**src/logic/tile_pkg.sv**
```systemverilog
// Tile bus package
// Widths, address map, Wishbone bus structs and the boot image
package tile_pkg;

  //////////////////////////////
  // Widths
  //////////////////////////////
  localparam int ADDR_W     = 32;
  localparam int DATA_W     = 32;
  localparam int SEL_W      = DATA_W / 8;
  localparam int NR_MASTERS = 2;
  localparam int OWNER_W    = $clog2(NR_MASTERS);

  typedef logic [ADDR_W-1:0]  addr_t;
  typedef logic [DATA_W-1:0]  data_t;
  typedef logic [SEL_W-1:0]   sel_t;
  typedef logic [OWNER_W-1:0] owner_t;

  //////////////////////////////
  // Address map
  //////////////////////////////
  localparam int REGION_W = 4;
  localparam logic [REGION_W-1:0] REGION_MEM  = 4'h0;
  localparam logic [REGION_W-1:0] REGION_EXT  = 4'he;
  localparam logic [REGION_W-1:0] REGION_BOOT = 4'hf;

  localparam int LMEM_WORDS = 256;
  localparam int LMEM_AW    = $clog2(LMEM_WORDS);
  localparam int BOOT_WORDS = 16;
  localparam int BOOT_AW    = $clog2(BOOT_WORDS);

  // Boot image, one word per entry
  localparam data_t BOOTROM_IMAGE [BOOT_WORDS] = '{
    32'h1800_0000, 32'ha840_0000, 32'h1860_e000, 32'ha863_0100,
    32'hd403_1000, 32'h8480_0000, 32'he084_2000, 32'hbc04_0000,
    32'h0fff_fffd, 32'h1500_0000, 32'h4400_4800, 32'h1500_0000,
    32'h9c21_fff8, 32'hd401_4800, 32'h8521_0000, 32'h0000_0000
  };

  //////////////////////////////
  // Wishbone structs
  //////////////////////////////
  typedef struct packed {
    logic  cyc;
    logic  stb;
    logic  we;
    sel_t  sel;
    addr_t adr;
    data_t dat;
  } wb_req_t;

  typedef struct packed {
    logic  ack;
    logic  err;
    data_t dat;
  } wb_rsp_t;

  typedef enum logic [1:0] {MEM, EXT, BOOT, NONE} region_e;

endpackage

```
**src/logic/wb_bootrom.sv**
```systemverilog
// Boot ROM slave
// Returns the fixed boot image with a registered ack
`timescale 1ns/1ps

module wb_bootrom
  import tile_pkg::*;
(
  input  logic    clk_i,
  input  logic    rst_n_i,
  input  wb_req_t req_i,
  output wb_rsp_t rsp_o
);

  logic [BOOT_AW-1:0] word_idx;
  logic               access;
  logic               ack_q;
  data_t              rdata_q;

  // Only the low word bits select, higher ones wrap
  assign word_idx = req_i.adr[BOOT_AW+1:2];
  assign access   = req_i.cyc & req_i.stb & ~ack_q;

  always_ff @(posedge clk_i) begin
    if (access) begin
      rdata_q <= BOOTROM_IMAGE[word_idx];
    end
  end

  always_ff @(posedge clk_i or negedge rst_n_i) begin
    if (!rst_n_i) begin
      ack_q <= 1'b0;
    end else begin
      ack_q <= access;
    end
  end

  assign rsp_o.ack = ack_q;
  assign rsp_o.err = 1'b0;
  assign rsp_o.dat = rdata_q;

endmodule

```
**config.mk**
```make
export PLATFORM = sky130hd
export DESIGN_NAME = wb_bootrom
export DESIGN_NICKNAME = d
export VERILOG_FILES = /design/src/logic/tile_pkg.sv /design/src/logic/wb_bootrom.sv
export SDC_FILE = /design/constraint.sdc
export NUM_CORES = 1
export LEC_CHECK = 0
export ABC_AREA = 1
export BUFFER_PORTS_ARGS = -buffer_cell sky130_fd_sc_hd__buf_2
export CAP_MARGIN = 20
export CELL_PAD_IN_SITES_DETAIL_PLACEMENT = 0
export CELL_PAD_IN_SITES_GLOBAL_PLACEMENT = 1
export CORE_ASPECT_RATIO = 1.75
export CORE_MARGIN = 8
export CORE_UTILIZATION = 25
export DETAILED_ROUTE_END_ITERATION = 10
export GPL_ROUTABILITY_DRIVEN = 0
export PLACE_DENSITY = 0.78
export SLEW_MARGIN = 25
export SYNTH_ARGS = -nofsm -noshare
export SYNTH_HDL_FRONTEND = slang
export SYNTH_SLANG_ARGS = --single-unit
```
**constraint.sdc**
```tcl
create_clock -name clk_i -period 2 [get_ports clk_i]
set_input_delay 0.3 -clock clk_i [delete_from_list [all_inputs] [get_ports clk_i]]
set_output_delay 0.3 -clock clk_i [all_outputs]
set_load 0.02 [all_outputs]
```
==> summary.txt, run 1 <==
Setup path
  – Slack of the worst reg-to-reg path: 0.91 ns
  – Startpoint Class: primary input
  – Setup CP Type: primary input to flip-flop
  – Max Fanout on Critical Path: 7
  – Required @ worst endpoint: between 2 and 2.5 ns
  – Crit. End Element: flip-flop
  – Worst path arrival time: 1.20 ns

Die
  – Core area: 0.004583 mm2
  – Die ar.: slightly above 0.007 mm2
  – Die width: 67.52 um
  – Die height: 106.2 um
  – Initial core utilization: 25.33%
  – Rows: 33
  – IO Count: 107

Timing
  – Fin worst setup slack: 0.8083 ns
  – Unrepaired setup endpoints after global routing: false
  – Fin crit period: between 1 and 1.5 ns
  – Setup TNS: 0 ns
  – Final worst-path cycle share: 59.59%
  – Fmax: between 800 and 900 MHz
  – Final Slew Violations: 0
  – Fin Clk Skew: 0.003532 ns
  – Final Hold Viols: 0
  – Endpoints failing setup: 0

Yosys
  – Netlist Area Pre-Place: 0.001161 mm2
  – Yosys reg bits: 22
  – Ys Warns: 0
  – Post-synthesis sequential area ratio: between 50% and 60%
  – Avg Cell Area, Syn: about 11 um2
  – Syn Inst Count: 110
  – Netlist cell types: 19

Final layout
  – Layout cells sized above 1: 36.43%
  – P&R area growth vs syn: 16.81%
  – Number of diodes: 0
  – Area of the multi-input gates: 334.1 um2
  – Fillers: 503
  – Seq. cell area: 655.6 um2
  – Nets: 220

Global route
  – Grt ovf: 0
  – Total GRT Usage: 6.343%
  – First-pass GRT wire length: between 3 and 4 mm
  – Pin count of the biggest net entering global routing: 23
  – Initial antenna violation count: 0
  – Number of global-route vias before repair: about 750

Clocking
  – Setup Fix Bufs, Post-CTS: 0
  – Clock buffer depth: 2
  – Clock sink count: 22
  – H-Tree Depth: 1
  – TritonCTS clock tree: built
  – Clock slew at reported path FFs: 0.07 ns
  – Worst-Skew Late Latency: 0.25 ns
  – Hold-fix buffers, CTS: 1
  – CTS resizes: 0
  – CTS root buf: clkbuf_8
  – Inserted Clock Buffers: 3

Drt
  – Routed vias: just under 800
  – TritonRoute pass-1 iters: 4
  – DRC Markers: 0
  – Post-route antenna net violation count: 0
  – Total wire length: 2.256 mm
  – Wire per inst: approximately 12 um
  – DRT iter0 DRCs: 13
  – Vias per cell: 4.125

Place
  – Port Buffers: 39
  – DP HPWL: 1.864 mm
  – DP Worst Slack: approximately 0.5 ns

Power
  – LEAKAGE: 0.6539 nW
  – VDD IR max: 0.3161 mV
  – PwrDens: 703.7 mW/mm2

Flow run
  – Maxcap violations: 0

Status
  – Status: complete, no violations

Min path
  – Hold WC Path Type: primary input to asynchronous set/reset pin
-- per-stage QoR --
| step | utilization [%] | power, W | instance area [um2] | cells | hold slack [ns] |
|---|---|---|---|---|---|
| detailed placement | 28.39 | 0.0006999 | 1301 | 187 | 0.08072 |
| global placement | 28.39 | 0.0006962 | 1301 | 187 | 0.07412 |
| CTS | 29.59 | 0.0009701 | 1356 | 192 | 0.3438 |
| global route | 29.59 | 0.0009986 | 1356 | 192 | 0.3738 |
| floorplan | - | 0.0006660 | 1165 | 111 | 0.004409 |
| finish | 29.59 | 0.0009544 | 1356 | 192 | 0.3689 |
-- layout make-up --
type,instances,area share (%)
sequential,22,48.34
multi-input combinational,62,24.63
timing repair buffer,41,15.68
tap,52,4.797
clock buffer,4,3.321
inverter,11,3.229
-- cells in the mapped netlist --
cell type | number | share of area [%]
inv_2 | 2 | 0.65
nand2_4 | 1 | 0.97
nand3_1 | 8 | 3.4
ha_1 | 6 | 6.5
o21ai_0 | 2 | 0.86
nand2_1 | 29 | 9.4
nor2_1 | 3 | 0.97
o21ai_2 | 2 | 1.5
inv_4 | 1 | 0.54
dfrtp_1 | 1 | 2.2
conb_1 | 1 | 0.32
nor2_4 | 1 | 0.97
buf_4 | 13 | 8.4
inv_1 | 8 | 2.6
o21ai_1 | 4 | 1.7
nor2_2 | 1 | 0.54
a21oi_1 | 3 | 1.3
buf_6 | 3 | 2.9
edfxtp_1 | 21 | 54
-- per-layer routing --
metal,global-route usage [%],wire (um),vias to the layer above
met2,11.91,1188,37
met1,5.440,681,348
li1,-,-,403
met5,0,0,-
met4,4.060,61,0
met3,1.684,324,4
-- flip-flops by register name (all words and copies together) (netlist names) --
| name | cells |
|---|---|
| rdata_q | 21 |
| ack_q | 1 |
-- cell usage in the layout, fill, tap and decap left out, drive strengths merged, types with 3 or more instances in the layout --
master  Yosys  routed
edfxtp     21      21
a21oi       3       3
o21ai       8       8
nand3       8       8
nand2      30      30
buf        16      40
ha          6       6
inv        11      11
nor2        5       5
clkbuf      0       4
-- critical path: stages --
cell	delay, ns
buf_2	0.13
inv_1	0.13
ha_1	0.29
nand2_4	0.13
nor2_4	0.04
inv_2	0.11
nand3_1	0.08
-- report_power, final --
group	total [W]	internal (W)	switching, W
registers	0.000536	0.000531	0.00000522
clock network	0.000267	0.000142	0.000125
logic	0.000152	0.0000452	0.000106
-- kinds of logic after synthesis --
family / count (synthesis) / synth area share (%)
and+or+nand+nor: 43 / 16.27
DFF: 22 / 56.46
adders and majority gates: 6 / 6.465
buffers and inverters: 27 / 15.09
AOI/OAI and AO/OA: 11 / 5.388
other: 1 / 0.3230
-- worst paths after layout --
check                           from          end  depth (start not counted)
setup / recovery           req_i[34]  rdata_q[21]                          7
hold / removal               rst_n_i        ack_q                          2
setup reg to reg               ack_q  rdata_q[23]                          2
hold reg to reg                ack_q        ack_q                          2
max in group asynchronous    rst_n_i        ack_q                          2
min in group clk_i         req_i[35]  rdata_q[21]                          3
Power figures use the tool's default switching activity.
==> run 2: changes to the inputs <==
Clock period 2 ns to 1.17 ns, I/O delays scaled along.
==> summary.txt, run 2 (synthesized netlist as in run 1, its figures left out) <==
Drt
  – Wire per inst: 11.33 um (was 11.75 um)
  – Routed vias: 822 (was 792)
  – TritonRoute pass-1 iters: 4 (unchanged)
  – Total wire length: 2.243 mm (was 2.256 mm)
  – Post-route antenna net violation count: 0 (unchanged)
  – DRT iter0 DRCs: 14 (was 13)
  – Vias per cell: 4.152 (was 4.125)
  – DRC Markers: 0 (unchanged)

Clocking
  – H-Tree Depth: 1 (unchanged)
  – CTS resizes: 0 (unchanged)
  – TritonCTS clock tree: built (unchanged)
  – Setup Fix Bufs, Post-CTS: 0 (unchanged)
  – Worst-Skew Late Latency: 0.26 ns (was 0.25 ns)
  – Inserted Clock Buffers: 3 (unchanged)
  – Clock sink count: 22 (unchanged)
  – Hold-fix buffers, CTS: 1 (unchanged)
  – CTS root buf: clkbuf_8 (unchanged)
  – Clock slew at reported path FFs: 0.07 ns (about the same)
  – Clock buffer depth: 2 (unchanged)

Timing
  – Setup TNS: 0 ns (unchanged)
  – Fmax: 939.3 MHz
  – Fin worst setup slack: 0.1053 ns (was 0.8083 ns)
  – Final Hold Viols: 0 (unchanged)
  – Final Slew Violations: 0 (unchanged)
  – Fin Clk Skew: 0.002700 ns (was 0.003532 ns)
  – Unrepaired setup endpoints after global routing: false (unchanged)
  – Endpoints failing setup: 0 (unchanged)
  – Fin crit period: 1.065 ns
  – Final worst-path cycle share: between 90 and 100%

Setup path
  – Slowest CP cell: edfxtp_1 (was ha_1)
  – Setup CP Type: flip-flop to primary output (was primary input to flip-flop)
  – Required @ worst endpoint: 0.99 ns (was 2.01 ns)
  – Critical Path Start: rdata_q[10] (was req_i[34])
  – Crit path buf inv count: 1 (was 3)
  – CP peak stage delay: 0.44 ns (was 0.29 ns)
  – R2R Path Start: ack_q (unchanged)
  – Startpoint Class: flip-flop (was primary input)
  – Worst path arrival time: 0.89 ns (was 1.20 ns)
  – Max Fanout on Critical Path: 7 (unchanged)
  – Crit-path cells: buf_2 (was buf_2 > inv_1 > ha_1 > nand2_4 > nor2_4 > inv_2 > nand3_1)
  – CP delay by family, top: flip-flops (was buffers and inverters)
  – Crit. End Element: primary output (was flip-flop)

Global route
  – Initial antenna violation count: 0 (unchanged)
  – Grt ovf: 0 (unchanged)
  – Number of global-route vias before repair: 772 (was 748)
  – Met2 usage: 11.30% (was 11.91%)
  – Pin count of the biggest net entering global routing: 23 (unchanged)
  – First-pass GRT wire length: 3.484 mm (was 3.525 mm)
  – Busiest grt layer: met2 (unchanged)
  – Total GRT Usage: 6.348% (was 6.343%)
  – GR Util met3: 1.474% (was 1.684%)
  – GR Layer Usage met1: 5.961% (was 5.440%)

Place
  – DP Worst Slack: -0.02093 ns (was 0.5144 ns)
  – DP HPWL: 1.879 mm (was 1.864 mm)
  – Port Buffers: 39 (unchanged)

Die
  – IO Count: 107 (unchanged)
  – Die height: 106.2 um (unchanged)
  – Die ar.: 0.007167 mm2 (unchanged)
  – Rows: 33 (unchanged)
  – Initial core utilization: 25.33% (unchanged)
  – Die width: 67.52 um (unchanged)
  – Core area: 0.004583 mm2 (unchanged)

Power
  – Tot Pwr: 0.001653 W (was 0.0009544 W)
  – VDD IR max: 0.5390 mV (was 0.3161 mV)
  – LEAKAGE: 0.6866 nW (was 0.6539 nW)
  – PwrDens: 1163 mW/mm2 (was 703.7 mW/mm2)

Final layout
  – Top reg by flops: rdata_q (unchanged)
  – Seq. cell area: 655.6 um2 (unchanged)
  – Most frequent cells in the layout: 39 x buf_2, 29 x nand2_1, 21 x edfxtp_1 (unchanged)
  – Max FFs per register: 21 (unchanged)
  – Core Util, Final: 31.01% (was 29.59%)
  – P&R area growth vs syn: 22.41% (was 16.81%)
  – Layout cells sized above 1: 39.73% (was 36.43%)
  – Fillers: 485 (was 503)
  – Most common cell after layout, fill and taps aside: buf_2 (unchanged)
  – Number of diodes: 0 (unchanged)
  – Biggest regs: rdata_q: 21 flops, ack_q: 1 flops (unchanged)
  – Nets: 226 (was 220)
  – Area of the multi-input gates: 341.6 um2 (was 334.1 um2)

Status
  – Status: complete, no violations (unchanged)

Min path
  – Hold WC Path Type: primary input to asynchronous set/reset pin (unchanged)

Flow run
  – Maxcap violations: 0 (unchanged)
[run 2: cell count changes in the layout (fill, tap and decap cells not counted), sizes merged]
cell	change
buf	+6
clkbuf	-1
clkinv	+1
[run 2: power by group]
| part | switching (W) | internal [W] |
|---|---|---|
| Combinational | 0.000185 | 0.0000952 |
| Sequential | 0.00000982 | 0.000907 |
| Clock | 0.000221 | 0.000234 |
| Total | 0.000417 | 0.00124 |
[run 2: worst paths after layout]
check,endpoint,slack [ns],cells after the start
setup reg to reg,rdata_q[25],0.17,2
hold / removal,ack_q,0.21,2
setup / recovery,rsp_o[5],0.11,1
hold reg to reg,ack_q,0.65,2
max in group asynchronous,ack_q,0.87,2
min in group clk_i,ack_q,0.34,4
[run 2: metal layers]
metal | share of wire [%] | up-vias
met1 | 31 | 362
met4 | 2.8 | 0
li1 | - | 416
met5 | 0 | -
met3 | 15 | 4
met2 | 52 | 40
[run 2: through the flow]
| step | area [um2] | hold slack, ns | instances |
|---|---|---|---|
| 2_1_floorplan | 1172 | -0.1201 | 111 |
| 3_3_place_gp | 1366 | -0.04973 | 193 |
| 3_5_place_dp | 1366 | -0.04902 | 193 |
| 4_1_cts | 1421 | 0.2142 | 198 |
| 5_1_grt | 1421 | 0.2093 | 198 |
| 6_report | 1421 | 0.2144 | 198 |
[run 2: layout make-up]
| class | count | area share, % |
|---|---|---|
| Inverter | 11 | 3.081 |
| Tap cell | 52 | 4.577 |
| Clock inverter | 1 | 0.2641 |
| Clock buffer | 3 | 2.905 |
| Multi-Input combinational cell | 62 | 24.03 |
| Timing Repair Buffer | 47 | 19.01 |
| Sequential cell | 22 | 46.13 |
