`src/logic/tile_pkg.sv`:
```
// Tile bus package
// Widths, address map, Wishbone bus structs and the boot image
package tile_pkg;

  //////////////////////////////
  // Widths
  //////////////////////////////
  localparam int ADDR_W     = 32;
  localparam int DATA_W     = 32;
  localparam int SEL_W      = DATA_W / 8;
  localparam int NR_MASTERS = 2;
  localparam int OWNER_W    = $clog2(NR_MASTERS);

  typedef logic [ADDR_W-1:0]  addr_t;
  typedef logic [DATA_W-1:0]  data_t;
  typedef logic [SEL_W-1:0]   sel_t;
  typedef logic [OWNER_W-1:0] owner_t;

  //////////////////////////////
  // Address map
  //////////////////////////////
  localparam int REGION_W = 4;
  localparam logic [REGION_W-1:0] REGION_MEM  = 4'h0;
  localparam logic [REGION_W-1:0] REGION_EXT  = 4'he;
  localparam logic [REGION_W-1:0] REGION_BOOT = 4'hf;

  localparam int LMEM_WORDS = 256;
  localparam int LMEM_AW    = $clog2(LMEM_WORDS);
  localparam int BOOT_WORDS = 16;
  localparam int BOOT_AW    = $clog2(BOOT_WORDS);

  // Boot image, one word per entry
  localparam data_t BOOTROM_IMAGE [BOOT_WORDS] = '{
    32'h1800_0000, 32'ha840_0000, 32'h1860_e000, 32'ha863_0100,
    32'hd403_1000, 32'h8480_0000, 32'he084_2000, 32'hbc04_0000,
    32'h0fff_fffd, 32'h1500_0000, 32'h4400_4800, 32'h1500_0000,
    32'h9c21_fff8, 32'hd401_4800, 32'h8521_0000, 32'h0000_0000
  };

  //////////////////////////////
  // Wishbone structs
  //////////////////////////////
  typedef struct packed {
    logic  cyc;
    logic  stb;
    logic  we;
    sel_t  sel;
    addr_t adr;
    data_t dat;
  } wb_req_t;

  typedef struct packed {
    logic  ack;
    logic  err;
    data_t dat;
  } wb_rsp_t;

  typedef enum logic [1:0] {MEM, EXT, BOOT, NONE} region_e;

endpackage

```
`src/logic/wb_bus.sv`:
```
// Shared tile bus
// Routes the owning master to local memory, boot ROM or the external
// port by address region, and answers unmapped accesses with err
`timescale 1ns/1ps

module wb_bus
  import tile_pkg::*;
(
  input  logic                     clk_i,
  input  logic                     rst_n_i,
  input  wb_req_t [NR_MASTERS-1:0] m_req_i,
  output wb_rsp_t [NR_MASTERS-1:0] m_rsp_o,
  output wb_req_t                  mem_req_o,
  input  wb_rsp_t                  mem_rsp_i,
  output wb_req_t                  boot_req_o,
  input  wb_rsp_t                  boot_rsp_i,
  output wb_req_t                  ext_req_o,
  input  wb_rsp_t                  ext_rsp_i
);

  logic [NR_MASTERS-1:0] cyc_vec;
  owner_t  owner;
  logic    owner_valid;
  wb_req_t own_req;
  region_e region;
  logic    bad_access;
  logic    own_stb;
  logic    err_q;
  wb_rsp_t sel_rsp;

  always_comb begin
    for (int m = 0; m < NR_MASTERS; m++) begin
      cyc_vec[m] = m_req_i[m].cyc;
    end
  end

  wb_bus_arbiter u_arbiter (
    .clk_i         (clk_i),
    .rst_n_i       (rst_n_i),
    .cyc_i         (cyc_vec),
    .owner_o       (owner),
    .owner_valid_o (owner_valid)
  );

  assign own_req = m_req_i[owner];
  assign own_stb = owner_valid & own_req.cyc & own_req.stb;

  //////////////////////////////
  // Region decode
  //////////////////////////////
  always_comb begin
    case (own_req.adr[ADDR_W-1 -: REGION_W])
      REGION_MEM:  region = MEM;
      REGION_EXT:  region = EXT;
      REGION_BOOT: region = BOOT;
      default:     region = NONE;
    endcase
  end

  // ROM writes never reach the ROM
  assign bad_access = (region == NONE) | ((region == BOOT) & own_req.we);

  //////////////////////////////
  // Slave requests
  //////////////////////////////
  always_comb begin
    mem_req_o      = own_req;
    mem_req_o.cyc  = own_req.cyc & owner_valid & (region == MEM);
    mem_req_o.stb  = own_req.stb & owner_valid & (region == MEM);
    boot_req_o     = own_req;
    boot_req_o.cyc = own_req.cyc & owner_valid & (region == BOOT) & ~own_req.we;
    boot_req_o.stb = own_req.stb & owner_valid & (region == BOOT) & ~own_req.we;
    ext_req_o      = own_req;
    ext_req_o.cyc  = own_req.cyc & owner_valid & (region == EXT);
    ext_req_o.stb  = own_req.stb & owner_valid & (region == EXT);
  end

  // One-cycle err, same latency as the on-tile slaves
  always_ff @(posedge clk_i or negedge rst_n_i) begin
    if (!rst_n_i) begin
      err_q <= 1'b0;
    end else begin
      err_q <= own_stb & bad_access & ~err_q;
    end
  end

  //////////////////////////////
  // Response return
  //////////////////////////////
  always_comb begin
    if (bad_access) begin
      sel_rsp = '{ack: 1'b0, err: err_q, dat: '0};
    end else if (region == MEM) begin
      sel_rsp = mem_rsp_i;
    end else if (region == EXT) begin
      sel_rsp = ext_rsp_i;
    end else begin
      sel_rsp = boot_rsp_i;
    end
    for (int m = 0; m < NR_MASTERS; m++) begin
      m_rsp_o[m] = (owner_valid && owner == owner_t'(m)) ? sel_rsp : '0;
    end
  end

endmodule

```
`src/logic/wb_bus_arbiter.sv`:
```
// Round-robin bus arbiter
// Grants the bus to one master and holds it for the whole cycle
`timescale 1ns/1ps

module wb_bus_arbiter
  import tile_pkg::*;
(
  input  logic                  clk_i,
  input  logic                  rst_n_i,
  input  logic [NR_MASTERS-1:0] cyc_i,
  output owner_t                owner_o,
  output logic                  owner_valid_o
);

  // Keeps the last owner after release, so it is also the rr pointer
  owner_t owner_q;
  logic   valid_q;
  owner_t next_owner;
  logic   next_found;

  //////////////////////////////
  // Next owner search
  //////////////////////////////
  // Priority starts right after the last owner
  always_comb begin
    next_owner = owner_q;
    next_found = 1'b0;
    for (int i = 1; i <= NR_MASTERS; i++) begin
      if (!next_found && cyc_i[(int'(owner_q) + i) % NR_MASTERS]) begin
        next_owner = owner_t'((int'(owner_q) + i) % NR_MASTERS);
        next_found = 1'b1;
      end
    end
  end

  //////////////////////////////
  // Ownership register
  //////////////////////////////
  always_ff @(posedge clk_i or negedge rst_n_i) begin
    if (!rst_n_i) begin
      // Master 0 gets first pick after reset
      owner_q <= owner_t'(NR_MASTERS - 1);
      valid_q <= 1'b0;
    end else if (valid_q) begin
      // Release once the owner drops cyc
      if (!cyc_i[owner_q]) begin
        valid_q <= 1'b0;
      end
    end else if (next_found) begin
      owner_q <= next_owner;
      valid_q <= 1'b1;
    end
  end

  assign owner_o       = owner_q;
  assign owner_valid_o = valid_q;

endmodule

```
`config.mk`:
```
export PLATFORM = sky130hd
export DESIGN_NAME = wb_bus
export DESIGN_NICKNAME = d
export VERILOG_FILES = /design/src/logic/tile_pkg.sv /design/src/logic/wb_bus.sv /design/src/logic/wb_bus_arbiter.sv
export SDC_FILE = /design/constraint.sdc
export NUM_CORES = 1
export LEC_CHECK = 0
export BUFFER_PORTS_ARGS = -buffer_cell sky130_fd_sc_hd__buf_2
export CORE_AREA = 10 10 198 200
export CTS_CLUSTER_DIAMETER = 100
export CTS_CLUSTER_SIZE = 12
export DETAILED_ROUTE_END_ITERATION = 10
export DIE_AREA = 0 0 208 210
export MAX_ROUTING_LAYER = met4
export SYNTH_ARGS = -nofsm -noshare
export SYNTH_HDL_FRONTEND = slang
export SYNTH_SLANG_ARGS = --single-unit
```
`constraint.sdc`:
```
create_clock -name clk_i -period 2.1 [get_ports clk_i]
set_clock_uncertainty 0.1 [all_clocks]
set_input_delay 0.21 -clock clk_i [delete_from_list [all_inputs] [get_ports clk_i]]
set_output_delay 0.21 -clock clk_i [all_outputs]
set_load 0.02 [all_outputs]
```
==> results.py, run 1 <==
metrics = {
    "status": {
        "status": "finished, violations left",
        "violations": "negative setup slack",
    },
    "sta": {
        "hold_viol_final": 0,
        "finalMaxSlewViolations": 0,
        "rsz0062_at_grt": "yes",
        "worst_pin_slew_ps": 519,
        "setup_ws_ps": -672,
        "fin_crit_ps": 2770,
        "max-slew-margin-rel_pct": 65.2,
        "fin_crit_sh_pct": 132,
        "fmax_mhz": 361,
        "setup-violations-final": 245,
    },
    "synthesis": {
        "syn_avg_cell_area_sq_um": 8.35,
        "synth_top_cell_area_share_pct": 30.1,
        "ys_warn_count": 0,
        "synth.largest_area_cell": "buf_4",
        "synth_most_common_cell": "buf_4",
        "netlist_top_cells_count": "buf_4, nor2_1, mux2_2",
        "synth_simple_gate_area_share_pct": 11.9,
        "synth_compound_area_share_pct": 3.78,
        "synth_edf_count": 0,
        "syn-cell-area_sq_mm": 0.00344,
        "synthDistinctLibCells": 37,
        "synth_seq_area_share_pct": 2.22,
        "synth-xor-area-share_pct": 0,
        "synth_flop_cell": "dfrtp_1",
        "ys_top_cells_by_area": "buf_4, mux2_2, mux2_4, mux2i_1, nor2_1",
        "synthMuxAreaShare_pct": 47.2,
        "syn-num-nets": 658,
        "synth_fa_ha_area_share_pct": 0,
        "ys_ff_latch": 3,
        "netlist_instances": 412,
        "synthArstFlopShare_pct": 100,
        "synth_top_family_by_area": "multiplexers",
    },
    "worst_setup_path": {
        "cp.arrival_ps": 2460,
        "path_class": "register to output port",
        "required_ps": 1790,
        "path_cells": "mux2i_4 > o21a_4 > buf_12 > buf_8 > mux2_4 > mux2i_2 > nor2_1 > buf_4",
        "critPathLaunchType": "register",
        "cp_slowest_cell": "dfstp_4",
        "path_max_fanout": 7,
        "endpoint_kind": "output port",
        "cp_slowest_stage_delay_ps": 660,
        "cp_num_buf_inv": 3,
        "cp_top_family": "multiplexers",
    },
    "place": {
        "portBuffers": 526,
        "dp_hpwl_mm": 20.4,
        "postPlaceCellArea_sq_mm": 0.00643,
        "place_congestion": 0.837,
        "dp_slack_ps": -599,
    },
    "die": {
        "chipHeight_microns": 210,
        "die_width_microns": 208,
        "top_level_ports": 527,
        "core_region_area_sq_mm": 0.0352,
        "dieArea_sq_mm": 0.0437,
        "num_rows": 69,
        "initial_utilization_pct": 9.76,
    },
    "routing": {
        "postRouteWirelength_mm": 23.9,
        "dr.first_iter.drc_count": 215,
        "dr.pass1.iters": 4,
        "via_per_inst": 3.53,
        "ant_nets": 0,
        "vias": 4606,
        "drc": 0,
        "wl_per_cell_microns": 18.3,
    },
    "finish": {
        "final_util_pct": 21.4,
        "multi_input_area_sq_mm": 0.00289,
        "area_growth_pct": 119,
        "layout-drive-gt1-share_pct": 96.4,
        "fin_nets": 1092,
        "final_area_sq_mm": 0.00753,
        "n_antenna_cell": 0,
        "fillCellCount": 3862,
        "seq_area_sq_um": 80.1,
    },
    "clock_network": {
        "cts.htree.levels": 1,
        "cts_sinks": 3,
        "clk_latency_ps": 230,
        "clockBufferDepth": 2,
        "cts_buffers": 3,
        "root_buffer": "clkbuf_16",
        "path_clk_slew_ps": 30,
        "cts_tree": "done",
    },
    "grt": {
        "grt_pass1_vias": 5293,
        "antenna_found_initial": 2,
        "grt_pass1_wl_mm": 33.1,
        "overflow": 0,
        "grt_max_degree": 33,
        "track_usage_pct": 9.98,
    },
    "pwr": {
        "powerDensity_mw_per_mm2": 936,
        "peakVddDrop_uv": 626,
        "p_leak_nw": 3.71,
    },
    "worst_hold_path": {
        "hold_path.class": "input pin to register",
    },
    "flow_run": {
        "drv_cap": 0,
    },
}
## area by class of cell
type                       count  share of cell area [%]
sequential                     3                    1.06
inverter                       3                   0.150
tap                          461                    7.66
timing repair buffer         589                    51.7
multi-input combinational    246                    38.4
clock buffer                   4                    1.05
## path summary, 6_finish.rpt
path | cells past startpoint | from | slack [ps] | endpoint
max | 8 | u_arbiter.owner_o | -670 | m_rsp_o[34]
max reg2reg | 7 | u_arbiter.owner_o | 30 | err_q
min in group asynchronous | 2 | rst_n_i | 290 | u_arbiter.owner_valid_o
min reg2reg | 1 | err_q | 380 | err_q
max in group asynchronous | 2 | rst_n_i | 1390 | u_arbiter.owner_o
min | 3 | m_req_i[141] | 160 | u_arbiter.owner_valid_o
## routing by layer
layer | global-route usage (%) | vias up | wire length, microns
li1 | - | 2138 | -
met1 | 11.3 | 2172 | 9310
met2 | 18.2 | 284 | 12500
met3 | 2.16 | 12 | 1940
met4 | 1.15 | 0 | 155
met5 | - | - | 0
## report_power, final
| part | leakage [nW] | total [mW] | switching (mW) | internal (mW) |
|---|---|---|---|---|
| clock network | 0.0382 | 0.316 | 0.0646 | 0.252 |
| registers | 0.0358 | 0.132 | 0.0404 | 0.0917 |
| logic | 3.64 | 6.59 | 3.85 | 2.74 |
## registers in the layout, summed over array words and instances (netlist names)
signal and flops:
u_arbiter.owner_valid_o 1, err_q 1, u_arbiter.owner_o 1
## repair_timing
item,CTS,global route
cloned,5,3
pin swaps,9,21
setup buffers,8,5
endpoints found under the hold margin,3,0
resized for setup,160,52
endpoints found under the setup margin,243,276
hold buffers,1,0
## placed cells by master, fill, tap and decap left out, types with 5 or more instances in the layout
cell type  synthesis  final
buf_8              0      5
buf_12             0     11
mux2_2            71     67
clkbuf_16          0      6
buf_2              7    456
nor2_2             0     64
nor2_1            75     10
buf_6              8     78
buf_4            138     31
mux2i_4            1     33
mux2_4            30     34
## kinds of logic after synthesis
kind of cell,count (synthesis)
buf+inv,163
flops,3
compound gates,16
simple gates,93
mux,137
## per-stage QoR
stage	cells	TNS (ps)	power (mW)	hold slack, ps
global route	1306	-89500	7.39	178
detailed placement	1284	-31600	6.01	-53.4
finish	1306	-73450	7.04	159
floorplan	412	-11340	4.89	-186
CTS	1302	-71670	6.93	151
global placement	1284	-28590	5.98	-52.4
## worst reg2reg max path, stage by stage (launching register included)
cell and delay [ps]:
dfstp_4 660, and4b_2 270, or2_4 250, buf_6 140, o21ai_4 150, buf_6 130, nand2_1 50, nor4_1 240
No activity file was read; power rests on OpenSTA's default activity.
==> inputs of run 2 (changes only) <==
--- a/config.mk
+++ b/config.mk
@@ -15,3 +15,4 @@
 export SYNTH_ARGS = -nofsm -noshare
 export SYNTH_HDL_FRONTEND = slang
 export SYNTH_SLANG_ARGS = --single-unit
+export TNS_END_PERCENT = 10
==> run 2 against run 1 <==
Net effect:
- the flow still finishes with violations (negative setup slack)
- worst setup slack better by 88 ps
- design area shrank 7.8%
- cell count down 1.8%
- combinational power down 7.1%
- die area did not move
- worst hold slack got worse by 80 ps
- via count down 3.1%
- sequential share of layout area is 0.090 points higher
- non-clock buffer count shrank 26
==> results.py, run 2 (synthesized netlist as in run 1, its figures left out) <==
metrics = {
    "worst_setup_path": {
        "cp_slowest_stage_delay_ps": 650,
        "path_max_fanout": 33,
        "cp_slowest_cell": "dfstp_4",
        "critPathLaunchType": "register",
        "cp.arrival_ps": 2370,
        "required_ps": 1790,
        "endpoint_kind": "output port",
        "path_cells": "and4b_2 > buf_6 > or2_4 > o21ai_4 > a211o_4 > buf_12 > nor2_2 > buf_4",
        "path_class": "register to output port",
    },
    "sta": {
        "fmax_mhz": 373,
        "worst_pin_slew_ps": 474,
        "rsz0062_at_grt": "yes",
        "fin_crit_ps": 2680,
        "finalMaxSlewViolations": 0,
        "max-slew-margin-rel_pct": 68.0,
        "fin_crit_sh_pct": 128,
        "setup_ws_ps": -583,
        "tns_ps": -93780,
        "setup-violations-final": 273,
        "hold_viol_final": 0,
    },
    "die": {
        "chipHeight_microns": 210,
        "core_region_area_sq_mm": 0.0352,
        "num_rows": 69,
        "dieArea_sq_mm": 0.0437,
        "initial_utilization_pct": 9.76,
        "die_width_microns": 208,
        "top_level_ports": 527,
    },
    "finish": {
        "layout_commonest_cell": "buf_2",
        "fin_nets": 1066,
        "area_growth_pct": 102,
        "fillCellCount": 3892,
        "fin_cells": 1282,
        "layout_common_cells": "buf_2, mux2_2, nor2_2",
        "layout-drive-gt1-share_pct": 94.7,
        "multi_input_area_sq_mm": 0.00275,
        "final_area_sq_mm": 0.00694,
        "seq_area_sq_um": 80.1,
    },
    "routing": {
        "wl_per_cell_microns": 18.7,
        "routed-wl-met3_mm": 1.87,
        "drc": 0,
        "ant_nets": 0,
        "vias": 4462,
        "postRouteWirelength_mm": 23.9,
        "dr.first_iter.drc_count": 234,
        "met2_wirelength_mm": 12.8,
        "dr.pass1.iters": 4,
        "met1_length_mm": 9.15,
        "via_per_inst": 3.48,
        "dr.max_layer_used": "met4",
    },
    "status": {
        "status": "finished, violations left",
        "violations": "negative setup slack",
    },
    "grt": {
        "overflow": 0,
        "grt_pass1_vias": 5112,
        "grt_pass1_wl_mm": 33.5,
        "grt_max_degree": 66,
        "antenna_found_initial": 3,
        "track_usage_pct": 9.98,
    },
    "clock_network": {
        "path_clk_slew_ps": 30,
        "cts_buffers": 3,
        "clockBufferDepth": 2,
        "root_buffer": "clkbuf_16",
        "cts_tree": "done",
        "cts_sinks": 3,
        "cts.htree.levels": 1,
        "clk_latency_ps": 220,
    },
    "pwr": {
        "p_leak_nw": 3.47,
        "pwr-share-clk_pct": 4.6,
        "cellInternalPower_mw": 2.73,
        "p_sw_mw": 3.82,
        "powerDensity_mw_per_mm2": 943,
        "comb_power_share_pct": 93.5,
        "peakVddDrop_uv": 788,
        "p_seq_share_pct": 1.9,
        "total_power_mw": 6.55,
        "switching_share_pct": 58.4,
    },
    "place": {
        "dp.cells": 1266,
        "dp_hpwl_mm": 20.6,
        "place_congestion": 0.919,
        "portBuffers": 526,
        "dp_slack_ps": -400,
        "postPlaceCellArea_sq_mm": 0.00626,
    },
    "flow_run": {
        "drv_cap": 0,
    },
    "worst_hold_path": {
        "hold_path.class": "input pin to register",
    },
}
## run 2: changes by cell type in the layout (fill, tap and decap cells not counted), moves of 5 or more
cell    before  now
buf_6       78   46
buf_4       31   47
buf_12      11    4
buf_8        5    0
## run 2: worst max-delay path, delay by kind of cell, from the launching register on
| family | cells | cell delay [ps] |
|---|---|---|
| flops | 1 | 650 |
| compound gates | 2 | 360 |
| simple gates | 3 | 570 |
| buf+inv | 3 | 520 |
## run 2: cell type report
type / count / share of cell area, %
well taps: 461 / 8.31
inverters: 3 / 0.162
flip-flops and latches: 3 / 1.15
multi-input cells: 246 / 39.6
clock buffers: 4 / 1.14
diodes: 2 / 0.0721
repair buffers: 563 / 49.6
## run 2: worst paths after layout
check	from	endpoint	slack [ps]	depth (start not counted)
worst max-delay path	u_arbiter.owner_o	m_rsp_o[10]	-580	8
worst min-delay path	m_req_i[70]	u_arbiter.owner_o	80	2
worst max register to register	u_arbiter.owner_o	err_q	-30	7
worst min register to register	err_q	err_q	340	1
max in group asynchronous	rst_n_i	u_arbiter.owner_o	1470	2
min in group asynchronous	rst_n_i	u_arbiter.owner_valid_o	230	2
## run 2: timing repair
action                     4_1_cts  5_1_grt
setup endpoints to repair      272      280
resized for setup              108       25
pin swaps                        3        8
cloned                           4        2
setup buffers                    3        0
hold buffers                     1        0
hold endpoints to repair         3        0
## run 2: stage by stage
stage / util [%] / hold WS, ps
after floorplan: - / -186
after global placement: 17.8 / -83.5
after detailed placement: 17.8 / -83.5
after CTS: 19.3 / 77.2
after global routing: 19.7 / 91.6
final: 19.7 / 79.6
## run 2: power groups by stage
stage / combinational [mW] / sequential, mW / clock [mW]
floorplan: 4.76 / 0.105 / 0
global placement: 5.82 / 0.130 / 0
detailed placement: 5.86 / 0.132 / 0
CTS: 6.16 / 0.122 / 0.305
global route: 6.44 / 0.128 / 0.312
finish: 6.12 / 0.124 / 0.301
## run 2: per-layer routing
layer | GRT usage, % | up-vias
met5 | - | -
met4 | 0.925 | 0
met3 | 2.47 | 10
met2 | 18.2 | 273
met1 | 11.1 | 2095
li1 | - | 2084
==> inputs of run 3 (changes only) <==
--- a/config.mk
+++ b/config.mk
@@ -5,12 +5,13 @@
 export SDC_FILE = /design/constraint.sdc
 export NUM_CORES = 1
 export LEC_CHECK = 0
+export ABC_AREA = 1
 export BUFFER_PORTS_ARGS = -buffer_cell sky130_fd_sc_hd__buf_2
-export CORE_AREA = 10 10 198 200
+export CORE_AREA = 10 10 199 201
 export CTS_CLUSTER_DIAMETER = 100
 export CTS_CLUSTER_SIZE = 12
 export DETAILED_ROUTE_END_ITERATION = 10
-export DIE_AREA = 0 0 208 210
+export DIE_AREA = 0 0 209 211
 export MAX_ROUTING_LAYER = met4
 export SYNTH_ARGS = -nofsm -noshare
 export SYNTH_HDL_FRONTEND = slang
==> run 3 against run 2 <==
Net effect:
- the run still ends with negative setup slack left
- via count increased by 37%
- non-clock buffer count increased by 39
- largest power group unchanged
- total power increased by 91%
- first-iteration DRC count increased by 41%
- synthesized cell count increased by 58%
- area after synthesis increased by 5.2%
- global-route usage increased by 3.5 points
- largest cell class unchanged
- count of clock-buffer cells in the layout unchanged
- design area increased by 18%
- worst hold slack improved by 66 ps
==> results.py, run 3 <==
metrics = {
    "status": {
        "status": "finished, violations left",
        "violations": "negative setup slack",
    },
    "routing": {
        "vias": 6117,
        "wl_per_cell_microns": 20.7,
        "drc": 0,
        "postRouteWirelength_mm": 32.1,
        "ant_nets": 0,
        "dr.pass1.iters": 5,
        "via_per_inst": 3.95,
        "dr.first_iter.drc_count": 330,
    },
    "synthesis": {
        "synth_compound_area_share_pct": 12.2,
        "synth_top_family_by_area": "simple AND/OR/NAND/NOR gates",
        "ys_warn_count": 0,
        "synthArstFlopShare_pct": 100,
        "synth_fa_ha_area_share_pct": 0,
        "synth.largest_area_cell": "buf_4",
        "syn_avg_cell_area_sq_um": 5.54,
        "syn-num-nets": 899,
        "syn-cell-area_sq_mm": 0.00362,
        "synth-xor-area-share_pct": 0,
        "synth_simple_gate_area_share_pct": 48.6,
        "synth_edf_count": 0,
        "netlist_instances": 653,
        "ys_ff_latch": 3,
        "synth_most_common_cell": "nand2_1",
        "ys_top_cells_by_area": "buf_4, nand2_1, o211ai_2, nand3_1, nor2_1",
        "synthDistinctLibCells": 28,
        "synth_flop_cell": "dfrtp_1",
        "synth_seq_area_share_pct": 2.11,
        "synth_top_cell_area_share_pct": 30.1,
        "synthMuxAreaShare_pct": 0,
        "netlist_top_cells_count": "nand2_1, buf_4, nor2_1",
    },
    "sta": {
        "finalMaxSlewViolations": 0,
        "max-slew-margin-rel_pct": 77.6,
        "setup_ws_ps": -382,
        "worst_pin_slew_ps": 336,
        "hold_viol_final": 0,
        "fin_crit_sh_pct": 118,
        "fin_crit_ps": 2480,
        "rsz0062_at_grt": "yes",
        "fmax_mhz": 403,
        "tns_ps": -36220,
        "setup-violations-final": 236,
    },
    "finish": {
        "layout_common_cells": "buf_2, buf_4, nand2_1",
        "fillCellCount": 3916,
        "fin_nets": 1327,
        "area_growth_pct": 127,
        "layout_commonest_cell": "buf_2",
        "layout-drive-gt1-share_pct": 77.6,
    },
    "die": {
        "core_region_area_sq_mm": 0.0354,
        "chipHeight_microns": 211,
        "initial_utilization_pct": 10.2,
        "die_width_microns": 209,
        "dieArea_sq_mm": 0.0441,
        "num_rows": 69,
        "top_level_ports": 527,
    },
    "place": {
        "place_congestion": 0.930,
        "portBuffers": 526,
        "dp_slack_ps": -242,
        "dp_hpwl_mm": 26.0,
    },
    "worst_setup_path": {
        "cp.arrival_ps": 2170,
        "required_ps": 1790,
        "critPathLaunchType": "register",
        "path_class": "register to output port",
        "path_max_fanout": 5,
        "endpoint_kind": "output port",
    },
    "grt": {
        "grt_max_degree": 65,
        "grt_pass1_vias": 6595,
        "track_usage_pct": 13.5,
        "grt_pass1_wl_mm": 44.1,
        "antenna_found_initial": 16,
        "overflow": 0,
    },
    "pwr": {
        "powerDensity_mw_per_mm2": 1520,
        "p_leak_nw": 4.43,
        "total_power_mw": 12.5,
        "peakVddDrop_uv": 1000,
    },
    "worst_hold_path": {
        "hold_path.class": "input pin to register",
    },
    "clock_network": {
        "cts_buffers": 3,
        "cts_tree": "done",
        "cts.htree.levels": 1,
        "root_buffer": "clkbuf_16",
        "clk_latency_ps": 220,
        "cts_sinks": 3,
        "path_clk_slew_ps": 30,
        "clockBufferDepth": 2,
    },
    "flow_run": {
        "drv_cap": 0,
    },
}
==> run 3: final timing paths <==
check	start	end	slack (ps)	cells past startpoint
worst max register to register	u_arbiter.owner_o	err_q	170	11
worst min-delay path	m_req_i[141]	u_arbiter.owner_o	150	3
min in group asynchronous	rst_n_i	u_arbiter.owner_valid_o	250	2
worst max-delay path	u_arbiter.owner_o	m_rsp_o[16]	-380	11
max in group asynchronous	rst_n_i	u_arbiter.owner_o	1440	2
worst min register to register	err_q	err_q	390	1
==> run 3: repair_timing <==
action | CTS | global route
pin swaps | 56 | 20
setup buffers | 16 | 8
setup endpoints to repair | 149 | 266
endpoints found under the hold margin | 3 | 0
gates resized for setup | 372 | 70
hold buffers | 1 | 0
gates cloned | 6 | 3
==> run 3: per-layer routing <==
layer / wire, microns / global-route usage (%) / vias up
met5: 0 / - / -
met4: 1220 / 4.91 / 0
met3: 2610 / 3.55 / 52
met2: 16500 / 24.1 / 426
met1: 11700 / 13.9 / 2824
li1: - / - / 2815
==> run 3: final cells by class <==
| class | count | area [sq um] | area share, % |
|---|---|---|---|
| clock buffer | 4 | 78.8 | 0.960 |
| multi-input combinational | 455 | 3020 | 36.8 |
| sequential | 3 | 80.1 | 0.975 |
| timing repair inverter | 1 | 8.76 | 0.107 |
| tap | 461 | 577 | 7.03 |
| inverter | 15 | 76.3 | 0.930 |
| timing repair buffer | 602 | 4340 | 52.9 |
| antenna | 8 | 20.0 | 0.244 |
==> run 3: through the flow <==
| stage | hold WS [ps] | std cells | util (%) | cell area, sq um |
|---|---|---|---|---|
| after floorplan | -186 | 653 | - | 3900 |
| after global placement | -80.5 | 1504 | 17.9 | 6340 |
| after detailed placement | -78.8 | 1504 | 17.9 | 6340 |
| after CTS | 146 | 1530 | 22.0 | 7790 |
| after global routing | 154 | 1549 | 23.2 | 8210 |
| final | 145 | 1549 | 23.2 | 8210 |
==> run 3: cells by family (layout without fill, tap and decap cells) <==
family                 count (synthesis)  in the layout
other                                  0              8
and+or+nand+nor                      415            415
buffers and inverters                195            622
DFF                                    3              3
AOI/OAI and AO/OA                     40             40
==> run 3: power breakdown <==
group	switching [mW]	internal, mW	leakage [nW]
Clock	0.0477	0.250	0.0382
Combinational	7.37	4.67	4.36
Sequential	0.0423	0.0947	0.0358
==> run 3: critical path: stages, from the launching register on <==
cell	delay, ps
dfstp_4	660
buf_6	150
nand2_2	70
nand2_4	90
nand3_2	110
nand2_4	90
nand2_4	110
inv_6	130
buf_4	160
o211ai_2	130
nor2_2	140
buf_6	120
